## src/hdl/mac_table_pkg.sv

```systemverilog
package mac_table_pkg;

  // ========================================
  // table geometry
  // ========================================
  // bucket index width, 1024 buckets
  localparam int ADDR_W = 10;
  localparam int DEPTH  = 1 << ADDR_W;
  localparam int MAC_W  = 48;
  localparam int PORT_W = 16;
  localparam int LIVE_W = 10;

  // crc-10 generator, x^10+x^9+x^5+x^4+x+1
  localparam logic [ADDR_W-1:0] CRC_POLY = 10'h233;

  // ========================================
  // aging
  // ========================================
  // live time loaded on learn or refresh
  localparam logic [LIVE_W-1:0] LIVE_TH = 10'd4;
  // idle cycles between two sweeps
  localparam int AGE_GAP = 64;
  localparam int GAP_W   = $clog2(AGE_GAP + 1);

  // request opcode
  typedef enum logic {
    SE_LOOKUP = 1'b0,
    SE_LEARN  = 1'b1
  } se_op_e;

  // bucket engine FSM
  typedef enum logic [3:0] {
    ST_IDLE,
    ST_READ,
    ST_COMPARE,
    ST_LEARN_DECIDE,
    ST_LEARN_NEW,
    ST_REFRESH,
    ST_LOOKUP,
    ST_AGE_RD0,
    ST_AGE_RD1,
    ST_AGE_WR,
    ST_DONE,
    ST_CLEAR
  } bucket_state_e;

  // tag ram word, 16 bits
  typedef struct packed {
    logic              valid;
    logic [4:0]        rsvd;
    logic [LIVE_W-1:0] live;
  } tag_t;

  // data ram word, 64 bits
  typedef struct packed {
    logic [PORT_W-1:0] portmap;
    logic [MAC_W-1:0]  mac;
  } data_t;

  // client request, hash travels separately
  typedef struct packed {
    se_op_e            op;
    logic [MAC_W-1:0]  mac;
    logic [PORT_W-1:0] portmap;
  } se_req_t;

  // client response
  typedef struct packed {
    logic              ack;
    logic              nak;
    logic [PORT_W-1:0] result;
  } se_rsp_t;

endpackage

```

## src/hdl/mac_hash.sv

```systemverilog
`timescale 1ns/1ps

module mac_hash (
  input  logic [mac_table_pkg::MAC_W-1:0]  mac,
  output logic [mac_table_pkg::ADDR_W-1:0] hash
);
  import mac_table_pkg::*;

  // running remainder
  logic [ADDR_W-1:0] crc;
  // msb of remainder xor input bit
  logic              fb;

  // ========================================
  // serial crc-10, unrolled by the loop
  // ========================================
  always_comb begin
    // init value zero
    crc = '0;
    fb  = 1'b0;
    // msb of the mac goes in first
    for (int i = MAC_W - 1; i >= 0; i--) begin
      fb  = crc[ADDR_W-1] ^ mac[i];
      crc = {crc[ADDR_W-2:0], 1'b0};
      if (fb) begin
        crc = crc ^ CRC_POLY;
      end
    end
    // final remainder is the bucket
    hash = crc;
  end

endmodule

```

## config.mk

```make
export PLATFORM = sky130hd
export DESIGN_NAME = mac_hash
export DESIGN_NICKNAME = d
export VERILOG_FILES = /design/src/hdl/mac_table_pkg.sv /design/src/hdl/mac_hash.sv
export SDC_FILE = /design/constraint.sdc
export NUM_CORES = 1
export LEC_CHECK = 0
export BUFFER_PORTS_ARGS = -buffer_cell sky130_fd_sc_hd__buf_2
export CAP_MARGIN = 15
export CORE_MARGIN = 2
export CORE_UTILIZATION = 45
export DETAILED_ROUTE_END_ITERATION = 12
export GPL_TIMING_DRIVEN = 0
export PLACE_DENSITY = 0.8
export SLEW_MARGIN = 20
export SYNTH_ARGS = -nofsm -noshare
export SYNTH_HDL_FRONTEND = slang
export SYNTH_SLANG_ARGS = --single-unit
```

## constraint.sdc

```tcl
create_clock -name vclk -period 2.2
set_input_delay 0.11 -clock vclk [all_inputs]
set_output_delay 0.11 -clock vclk [all_outputs]
set_load 0.03 [all_outputs]
```

After elaboration in Yosys (flattened, before gate mapping)
Cells that the tools add are included.
{ "totals": {"ff_bits": 0, "wordCells": 142} }
{ "classes": {"mux": 48, "bitwise_logic": 94} }
{ "op_table": {"columns": ["op", "count"], "rows": [
  ["2-to-1 mux 10 bit", 48],
  ["inverter 5 bit", 47],
  ["bitwise XOR 1 bit", 47]
]} }

Depth between registers and ports, before layout
{ "depth": {"ltp_word": 95, "depth_mapped": 7} }

Least setup slack after synthesis
Ideal clock, no wire load.
{ "synth_timing": {"kind": "in2out", "start": "in mac[38] (netlist name)", "end": "out hash[1] (netlist name)", "t_arrival_ns": 2.339, "setup_slack_ns": -0.249, "cell_stages": 6, "n_path_buf": 0, "path_cell_list": "xnor2_1 xnor3_2 xnor2_4 xor2_1 xnor3_2 xnor2_1"} }
{ "synth_via": {"elab_chain_len": 78} }
{ "synth_lines": {"columns": ["element", "line_no", "rtl"], "rows": [
  ["start, declared", "mac_hash.sv:4", "input logic [mac_table_pkg::MAC_W-1:0] mac,"],
  ["bitwise XOR 1 bit *", "mac_hash.sv:23", "fb = crc[ADDR_W-1] ^ mac[i];"],
  ["2-to-1 mux 10 bit *", "mac_hash.sv:25", "if (fb) begin"],
  ["bitwise XOR 1 bit", "mac_hash.sv:23", null],
  ["2-to-1 mux 10 bit *", "mac_hash.sv:25", null],
  ["bitwise XOR 1 bit", "mac_hash.sv:23", null],
  ["2-to-1 mux 10 bit *", "mac_hash.sv:25", null],
  ["bitwise XOR 1 bit", "mac_hash.sv:23", null],
  ["2-to-1 mux 10 bit *", "mac_hash.sv:25", null],
  ["(+62 left out)", null, null],
  ["bitwise XOR 1 bit", "mac_hash.sv:23", null],
  ["2-to-1 mux 10 bit *", "mac_hash.sv:25", null],
  ["bitwise XOR 1 bit", "mac_hash.sv:23", null],
  ["2-to-1 mux 10 bit *", "mac_hash.sv:25", null],
  ["bitwise XOR 1 bit", "mac_hash.sv:23", null],
  ["2-to-1 mux 10 bit *", "mac_hash.sv:25", null],
  ["bitwise XOR 1 bit / inverter 5 bit (equally long branches)", null, null],
  ["2-to-1 mux 10 bit *", "mac_hash.sv:25", null],
  ["end, declared", "mac_hash.sv:5", "output logic [mac_table_pkg::ADDR_W-1:0] hash"]
]} }
Mark *: on every way between the ends. The rest lies on a longest branch, timed or not.

Worst setup path in the final report
{ "layout_timing": {"start": "in mac[42] (netlist name)", "end": "out hash[5] (netlist name)"} }
{ "layout_via": {"elab_chain_len": 86} }
{ "layout_lines": {"columns": ["element", "line_no"], "rows": [
  ["bitwise XOR 1 bit *", "mac_hash.sv:23"],
  ["2-to-1 mux 10 bit *", "mac_hash.sv:25"],
  ["bitwise XOR 1 bit", "mac_hash.sv:23"],
  ["2-to-1 mux 10 bit *", "mac_hash.sv:25"],
  ["bitwise XOR 1 bit", "mac_hash.sv:23"],
  ["2-to-1 mux 10 bit *", "mac_hash.sv:25"],
  ["bitwise XOR 1 bit", "mac_hash.sv:23"],
  ["2-to-1 mux 10 bit *", "mac_hash.sv:25"],
  ["(+70 left out)", null],
  ["bitwise XOR 1 bit", "mac_hash.sv:23"],
  ["2-to-1 mux 10 bit *", "mac_hash.sv:25"],
  ["bitwise XOR 1 bit", "mac_hash.sv:23"],
  ["2-to-1 mux 10 bit *", "mac_hash.sv:25"],
  ["bitwise XOR 1 bit", "mac_hash.sv:23"],
  ["2-to-1 mux 10 bit *", "mac_hash.sv:25"],
  ["bitwise XOR 1 bit / inverter 5 bit (equally long branches)", null],
  ["2-to-1 mux 10 bit *", "mac_hash.sv:25"]
]} }
Marked as above.

==> summary.txt <==
Floorplanning
  • Initial core utilization: 46.6%
  • Die width: roughly 57 µm
  • Rows: 19
  • Core Box Area: around 0.0027 mm²
  • Die height: around 57 µm
  • Die ar.: approximately 0.0032 mm²
  • IO Count: just under 60

Route
  • TritonRoute pass-1 iters: 4
  • DRC Markers: 0
  • Routed WL: about 3.6 mm
  • Drt first-iter violations: 24
  • Mean routed wirelength per cell: ~17 µm
  • Routed Antenna Nets: 0
  • Via-per-instance ratio: 4.71
  • Met3 WL post-DR: ~210 µm
  • Top layer in use: met3
  • WL met1: about 1.3 mm
  • Met2 WL: a little over 2 mm
  • Vias post-DR: between 1000 and 1500

STA
  • Final hold slack: around 0.8 ns
  • Fmax: 424 MHz
  • Fin crit share: 107%
  • Setup TNS: -0.922 ns
  • Final min period: between 2 and 2.5 ns
  • Final slew viol count: 0
  • RSZ-0062 raised after global routing: yes
  • Endpoints failing hold: 0
  • Worst setup margin: -0.160 ns
  • Worst-margin pin slew: about 0.48 ns
  • Worst rel slew slack: between 60% and 70%
  • Final setup fails: 9

Global route
  • Vias in the first global route: ~1100
  • Gr ovfl total: 0
  • First-pass GRT wire length: just under 5 mm
  • Largest net degree at the start of global routing: 5
  • Global-route usage over all layers: 19.0%
  • Initial antenna violation count: 0

Critical path
  • Startpoint Class: primary input
  • Crit end category: primary output
  • Kind of critical path: in -> out
  • Critical Path RT: around 2.1 ns
  • Maximum fanout along the worst path: 3
  • CP arrival: about 2.3 ns

Cells and area
  • Nets: 232
  • Area occupied by multi-input gates: around 0.0016 mm²
  • FF+latch area: 0 µm²
  • Most common cell after layout, fill and taps aside: buf_2
  • Leading cell types in the layout, fill and taps excluded: 42 x buf_2, 35 x xnor2_1, 18 x xnor2_2, 18 x buf_4, 15 x buf_6
  • Layout cell share with drive strength beyond 1: slightly below 70%
  • Area delta synth->final: 74.7%
  • Seq_cells: 0
  • Cell Count, Final, Fillers Out: 213
  • ANT cells: 0
  • Fillers: approximately 150
  • CLK BUF: 0

Synth
  • Number of distinct library cells after synthesis: 10
  • Synthesized area per cell: 12.2 µm²
  • Synthesized instance count: 104
  • Yosys top cell area share: approximately 40%
  • Top cells by area, synth: xnor2_1 40%, xnor3_1 21%, xor2_1 14%, xnor3_2 7.5%, xor3_1 5.6%
  • Post-synthesis cell area: approximately 0.0013 mm²
  • Seq/Total Area, Yosys: 0%
  • YS warnings: 0
  • Dominant cell type by area after synthesis: xnor2_1
  • Syn Nets: 152

Status
  • Status: finished with violations
  • Failing checks: setup timing

Placed design
  • Placed Instances: around 190
  • Buffers on Ports: between 50 and 60
  • Detail Placement HPWL: between 2 and 2.5 mm
  • Routability cong.: 0.770
  • Setup Slack @ Placement: -0.437 ns

Min path
  • Hold WC Path Type: in -> out

Job
  • Max cap viols: 0

Clock tree
  • CTS Hold Buffers Added: 0
==> cell usage after synthesis <==
cell	count
xnor2_2	3
xnor3_4	2
xor2_2	1
xnor2_1	57
xnor3_2	4
xor3_1	3
xnor3_1	12
xnor2_4	1
xor2_1	20
buf_4	1
==> metal layers <==
layer  up-vias  track usage (%)
li1        484                -
met1       478             23.5
met2        42             38.4
met3         0            0.907
met4         0                0
met5         -                0
==> what timing repair did <==
action	4_1_cts	5_1_grt
buffers inserted	8	12
setup endpoints to repair	9	9
resized for setup	42	30
pin swaps	20	21
==> critical path, cell delays in order <==
cell and delay, ns:
buf_8 0.10, xor2_2 0.19, xnor3_2 0.51, xnor2_4 0.24, buf_12 0.15, xor2_4 0.19, xnor3_2 0.38, xnor2_2 0.22
buf_6 0.16
==> layout make-up <==
type	instances	area share [%]
Multi-Input combinational cell	103	72.0
Timing Repair Buffer	78	25.9
Tap cell	31	1.76
Buffer	1	0.340
==> through the flow <==
| stage | utilization [%] | area, µm² |
|---|---|---|
| detailed placement | 61.4 | 1660 |
| floorplan | - | 1330 |
| finish | 81.4 | 2210 |
| CTS | 71.7 | 1940 |
| global placement | 61.4 | 1660 |
| global route | 81.4 | 2210 |
==> final timing paths <==
| kind | slack [ns] | endpoint | cells after the start | from |
|---|---|---|---|---|
| max | -0.16 | hash[5] | 9 | mac[42] |
| min | 0.78 | hash[8] | 4 | mac[7] |
==> logic make-up (layout without fill, tap and decap cells) <==
| kind of cell | count (synthesis) | in the layout | share of synthesized area, % |
|---|---|---|---|
| buffers and inverters | 1 | 79 | 0.594 |
| xor gates and xnor gates | 103 | 103 | 99.4 |
Power is left out: the tool's default activity adds up to more than one toggle a clock period on the data nets, which glitch-free logic cannot reach.
