### config.mk
export PLATFORM = sky130hd
export DESIGN_NAME = aging_timer
export DESIGN_NICKNAME = d
export VERILOG_FILES = /design/src/hdl/mac_table_pkg.sv /design/src/hdl/aging_timer.sv
export SDC_FILE = /design/constraint.sdc
export NUM_CORES = 1
export LEC_CHECK = 0
export BUFFER_PORTS_ARGS = -buffer_cell sky130_fd_sc_hd__buf_2
export CAP_MARGIN = 25
export CORE_AREA = 3 3 40 42
export DETAILED_ROUTE_END_ITERATION = 16
export DIE_AREA = 0 0 43 45
export SYNTH_ARGS = -nofsm -noshare
export SYNTH_HDL_FRONTEND = slang
export SYNTH_SLANG_ARGS = --single-unit
### constraint.sdc
create_clock -name clk -period 1.7 [get_ports clk]
set_input_delay 0.085 -clock clk [delete_from_list [all_inputs] [get_ports clk]]
set_output_delay 0.085 -clock clk [all_outputs]
set_load 0.02 [all_outputs]
### src/hdl/mac_table_pkg.sv
package mac_table_pkg;

  // ========================================
  // table geometry
  // ========================================
  // bucket index width, 1024 buckets
  localparam int ADDR_W = 10;
  localparam int DEPTH  = 1 << ADDR_W;
  localparam int MAC_W  = 48;
  localparam int PORT_W = 16;
  localparam int LIVE_W = 10;

  // crc-10 generator, x^10+x^9+x^5+x^4+x+1
  localparam logic [ADDR_W-1:0] CRC_POLY = 10'h233;

  // ========================================
  // aging
  // ========================================
  // live time loaded on learn or refresh
  localparam logic [LIVE_W-1:0] LIVE_TH = 10'd4;
  // idle cycles between two sweeps
  localparam int AGE_GAP = 64;
  localparam int GAP_W   = $clog2(AGE_GAP + 1);

  // request opcode
  typedef enum logic {
    SE_LOOKUP = 1'b0,
    SE_LEARN  = 1'b1
  } se_op_e;

  // bucket engine FSM
  typedef enum logic [3:0] {
    ST_IDLE,
    ST_READ,
    ST_COMPARE,
    ST_LEARN_DECIDE,
    ST_LEARN_NEW,
    ST_REFRESH,
    ST_LOOKUP,
    ST_AGE_RD0,
    ST_AGE_RD1,
    ST_AGE_WR,
    ST_DONE,
    ST_CLEAR
  } bucket_state_e;

  // tag ram word, 16 bits
  typedef struct packed {
    logic              valid;
    logic [4:0]        rsvd;
    logic [LIVE_W-1:0] live;
  } tag_t;

  // data ram word, 64 bits
  typedef struct packed {
    logic [PORT_W-1:0] portmap;
    logic [MAC_W-1:0]  mac;
  } data_t;

  // client request, hash travels separately
  typedef struct packed {
    se_op_e            op;
    logic [MAC_W-1:0]  mac;
    logic [PORT_W-1:0] portmap;
  } se_req_t;

  // client response
  typedef struct packed {
    logic              ack;
    logic              nak;
    logic [PORT_W-1:0] result;
  } se_rsp_t;

endpackage

### src/hdl/aging_timer.sv
`timescale 1ns/1ps

module aging_timer (
  input  logic clk,
  input  logic rstn,
  input  logic age_en,
  input  logic aging_ack,
  output logic aging_req
);
  import mac_table_pkg::*;

  // cycles left before the next sweep may start
  logic [GAP_W-1:0] gap_cnt;
  // a sweep is running
  logic             sweep_active;

  // ========================================
  // sweep pacing
  // ========================================
  always_ff @(posedge clk or negedge rstn) begin
    if (!rstn) begin
      gap_cnt      <= '0;
      sweep_active <= 1'b0;
    end else if (sweep_active) begin
      // last bucket aged, start the gap
      if (aging_ack) begin
        sweep_active <= 1'b0;
        gap_cnt      <= GAP_W'(AGE_GAP);
      end
    end else if (gap_cnt != '0) begin
      gap_cnt <= gap_cnt - 1'b1;
    end else if (age_en) begin
      // age_en only gates the start of a sweep
      sweep_active <= 1'b1;
    end
  end

  // held through the whole sweep
  assign aging_req = sweep_active;

endmodule

# Yosys cells after proc, flatten, opt, wreduce, memory -nomap -nowiden
# Cells that the tools add are included.
dict set report word_totals {
  wordCells 14
  ff_bits 8
  in_bits 4
}
dict set report classes {
  n_reduce_logical 3
  eq_ne 1
  addsub 1
  muxes 7
}
# op count
set ops {}
lappend ops {{$mux 7} 3}
lappend ops {{$reduce_bool 7->1} 1}
lappend ops {{$sub 7x1->7 const B} 1}
lappend ops {{$mux 1} 4}
lappend ops {{$ne 2x2->1 const B} 1}
lappend ops {{$reduce_and 2->1} 1}
lappend ops {{$reduce_bool 2->1} 1}

# Depth between registers and ports, before layout
dict set report depth {
  depth_word 3
  ltp_mapped 6
  depth_no_buf 6
}

# Worst setup path before layout
# OpenSTA, ideal clock, no wires.
dict set report synth_timing {
  kind {reg2reg}
  startpoint {register gap_cnt[0]}
  endpoint {register gap_cnt[0]}
  setup_ns 0.125
  required_time_ns 1.575
  arrival_time_ns 1.267
  path_slack_ns 0.308
  stages_incl_launch_ff 6
  path_buffers 0
  cell_sequence {dfrtp_1 inv_1 ha_1 nor4b_4 a21oi_2 mux2_4}
}
dict set report synth_between {
  elab_chain_cells 3
  elab_cells_between_ends 6
}
# element line
set synth_rtl {}
lappend synth_rtl {{from (decl)} aging_timer.sv:13} ;# logic [GAP_W-1:0] gap_cnt;
lappend synth_rtl {{from (signal assigned)} aging_timer.sv:28} ;# gap_cnt <= GAP_W'(AGE_GAP);
lappend synth_rtl {{from (signal assigned)} aging_timer.sv:31} ;# gap_cnt <= gap_cnt - 1'b1;
lappend synth_rtl {{$sub 7x1->7 / $reduce_bool 7->1 (equally long branches)} {aging_timer.sv:31, aging_timer.sv:30}}
lappend synth_rtl {{$mux 7 / $reduce_bool 2->1 (equally long branches)} --}
lappend synth_rtl {{$mux 7 / $reduce_and 2->1 (equally long branches)} --}
# Several ways; a longest one is shown, not always the timed one. The select of a mux whose other input is x is not followed.
# A chain may end at the register's enable or synchronous reset.

# Worst setup path in the final report
# Ends and elaborated chain as after synthesis.

==> impl_metrics.json <==
{
  "detail_route.wl_per_cell_um": 11.9,
  "worstPathRequired_ns": 1.84,
  "worstMarginPinSlew_ns": 0.330,
  "detail_route.wirelength_um": 773,
  "port_buffers": 4,
  "postSynthRegisterBits": 8,
  "synthDominantAreaCellType": "sky130_fd_sc_hd__dfrtp_1",
  "power.internal_mw": 0.557,
  "clk_latency_ns": 0.25,
  "die_width_um": 43,
  "fin_crit_ns": 1.51,
  "drive_gt1_share_pct": 28.0,
  "dr_total_vias": 319,
  "dieArea_um2": 1940,
  "hold_path_depth": 3,
  "detail-route-antenna-nets": 0,
  "synth-seq-area-share_pct": 46.6,
  "gr_overflow_total": 0,
  "final-instance-count-excl-fill": 65,
  "drt-vias-per-instance": 4.91,
  "clock_power_share_pct": 16.4,
  "synth_cells": 42,
  "clock-sinks": 8,
  "timing.critical_path.from_type": "flop",
  "clock-root-buffer": "sky130_fd_sc_hd__clkbuf_4",
  "timing.final.setup_violations": 0,
  "dpl.cell_count": 61,
  "syn-mean-instance-area_um2": 10.2,
  "final.setup_skew_ns": 0.00224,
  "footprint_of_the_multi_input_gates_um2": 218,
  "fin_tns_setup_ns": 0,
  "slew_headroom_pct": 77.9,
  "antenna_cells": 0,
  "critPathCaptureType": "flop",
  "seq_power_share_pct": 42.4,
  "combinationalPowerShare_pct": 41.2,
  "numCtsBuffers": 3,
  "max_freq_ghz": 0.663,
  "async_flop_share_pct": 100,
  "synth.yosys.warnings": 0,
  "whs_ns": 0.0815,
  "antenna_violations_before_repair": 0,
  "min-delay-path-class": "input pin to flop",
  "synthTopCellsByArea": "sky130_fd_sc_hd__dfrtp_1 (47%), sky130_fd_sc_hd__nor4b_4 (5.5%), sky130_fd_sc_hd__o21ai_0 (4.7%)",
  "synthFlopType": "sky130_fd_sc_hd__dfrtp_1",
  "post-layout-total-power_mw": 0.886,
  "clk_pin_slew_ns": 0.05,
  "finalHoldViolCount": 0,
  "starting_density_of_the_core_pct": 33.4,
  "slew_violations": 0,
  "cts_max_level": 1,
  "routability_congestion_estimate_from_global_placement": 0.798,
  "result_of_the_run": "completed",
  "core_area_um2": 1280,
  "synth_top_area_share_pct": 46.6,
  "synth.top_cells.by_count": "sky130_fd_sc_hd__dfrtp_1 (8), sky130_fd_sc_hd__nand2_1 (4), sky130_fd_sc_hd__o21ai_0 (4)",
  "tritoncts": "yes",
  "p_sw_share_pct": 37.1,
  "finalCritPeriodShare_pct": 88.7,
  "placementRows": 13,
  "grt_start_max_net_pins": 11,
  "post-route-drc-count": 0,
  "grt_pass1_vias": 321,
  "synth.most_common_cell": "sky130_fd_sc_hd__dfrtp_1",
  "sequential_cell_area_um2": 200,
  "first_iter_violations": 2,
  "grt_pass1_wl_um": 1400,
  "grt_usage_pct": 10.3,
  "floorplan.io_pins": 5,
  "crit_path_dat_ns": 1.65,
  "maxCapViolations": 0,
  "layout.nets": 57,
  "static-leakage-power_nw": 0.240,
  "synthesis.nets": 47,
  "synth_area_um2": 429,
  "longest_clk_path_bufs": 2,
  "synthToLayoutAreaGrowth_pct": 16.6,
  "ir_drop_worst_vdd_uv": 720,
  "die_ht_um": 45,
  "post-dp-hpwl_um": 581,
  "power.density_nw_per_um2": 1770,
  "synth_enable_flop_cells": 0,
  "netlist-cell-type-count": 20,
  "reg2reg_depth": 5,
  "grt_setup_unrepaired": "no",
  "crit_fanout": 5,
  "dr.pass1.iters": 3,
  "worst-setup-path-type": "flop to flop",
  "setup_fix_buffers_added_after_clock_tree_synthesis": 0,
  "power_switching_mw": 0.329,
  "fillers": 135
}
## worst max-delay path, stage by stage (launching register included)
cell,delay (ns)
sky130_fd_sc_hd__dfrtp_1,0.38
sky130_fd_sc_hd__inv_1,0.09
sky130_fd_sc_hd__ha_1,0.18
sky130_fd_sc_hd__nor4b_4,0.31
sky130_fd_sc_hd__a21oi_2,0.15
sky130_fd_sc_hd__mux2_4,0.28
## final timing paths
kind | end | from | slack, ns
max | gap_cnt[0] | gap_cnt[0] | 0.19
min | aging_req | age_en | 0.08
max reg2reg | gap_cnt[0] | gap_cnt[0] | 0.19
min reg2reg | gap_cnt[5] | gap_cnt[5] | 0.53
max in group asynchronous | gap_cnt[4] | rstn | 1.33
min in group asynchronous | aging_req | rstn | 0.20
## state kept, by name, indices dropped and copies added (netlist names)
| register | count |
|---|---|
| aging_req | 1 |
| gap_cnt | 7 |
## power groups by stage
| stage | clock (mW) | combinational [mW] | sequential (mW) |
|---|---|---|---|
| final | 0.145 | 0.365 | 0.375 |
| after floorplan | 0 | 0.306 | 0.361 |
| after detailed placement | 0 | 0.368 | 0.378 |
| after global placement | 0 | 0.362 | 0.376 |
| after CTS | 0.153 | 0.372 | 0.374 |
| after global routing | 0.168 | 0.415 | 0.389 |
## metrics by stage
stage                     utilization, %  worst slack (ns)  cell area, µm²
after floorplan                        -             0.308             429
after global placement              36.4             0.242             468
after detailed placement            36.4             0.210             468
after CTS                           38.9             0.198             500
after global routing                38.9            0.0898             500
final                               38.9             0.193             500
## final cells by class
cell class | instances | area share [%]
Clock buffer | 3 | 4.50
Timing Repair Buffer | 5 | 6.00
Sequential cell | 8 | 40.0
Inverter | 3 | 2.25
Tap cell | 15 | 3.75
Multi-Input combinational cell | 31 | 43.5
## layout by cell type, fill, tap and decap left out, types with 2 or more instances in the layout
cell type / count
sky130_fd_sc_hd__a22o_1: 2
sky130_fd_sc_hd__nor2_1: 3
sky130_fd_sc_hd__buf_2: 4
sky130_fd_sc_hd__nor3_1: 2
sky130_fd_sc_hd__nand2b_1: 3
sky130_fd_sc_hd__nand3_1: 2
sky130_fd_sc_hd__clkbuf_4: 3
sky130_fd_sc_hd__dfrtp_1: 8
sky130_fd_sc_hd__nand2_1: 4
sky130_fd_sc_hd__inv_1: 3
sky130_fd_sc_hd__o21ai_0: 4
## kinds of logic after synthesis
logic type                 after synthesis  share of synthesized area [%]
and+or+nand+nor                         18                           25.7
buffers and inverters                    3                           2.62
adders and majority gates                1                           2.91
DFF                                      8                           46.6
AOI/OAI and AO/OA                       10                           16.3
muxes                                    2                           5.83
## metal layers
metal	global-route usage (%)	vias to the layer above	wire, µm
met5	0	-	0
li1	-	165	-
met2	14.7	8	339
met3	7.17	2	51
met1	12.3	144	375
met4	3.61	0	7
## what timing repair did
action | in CTS | in global routing
endpoints found under the setup margin | 0 | 0
hold buffers | 1 | 0
resized for setup | 0 | 0
hold endpoints to repair | 8 | 0
Note: power is estimated with default switching activity, not from simulation.
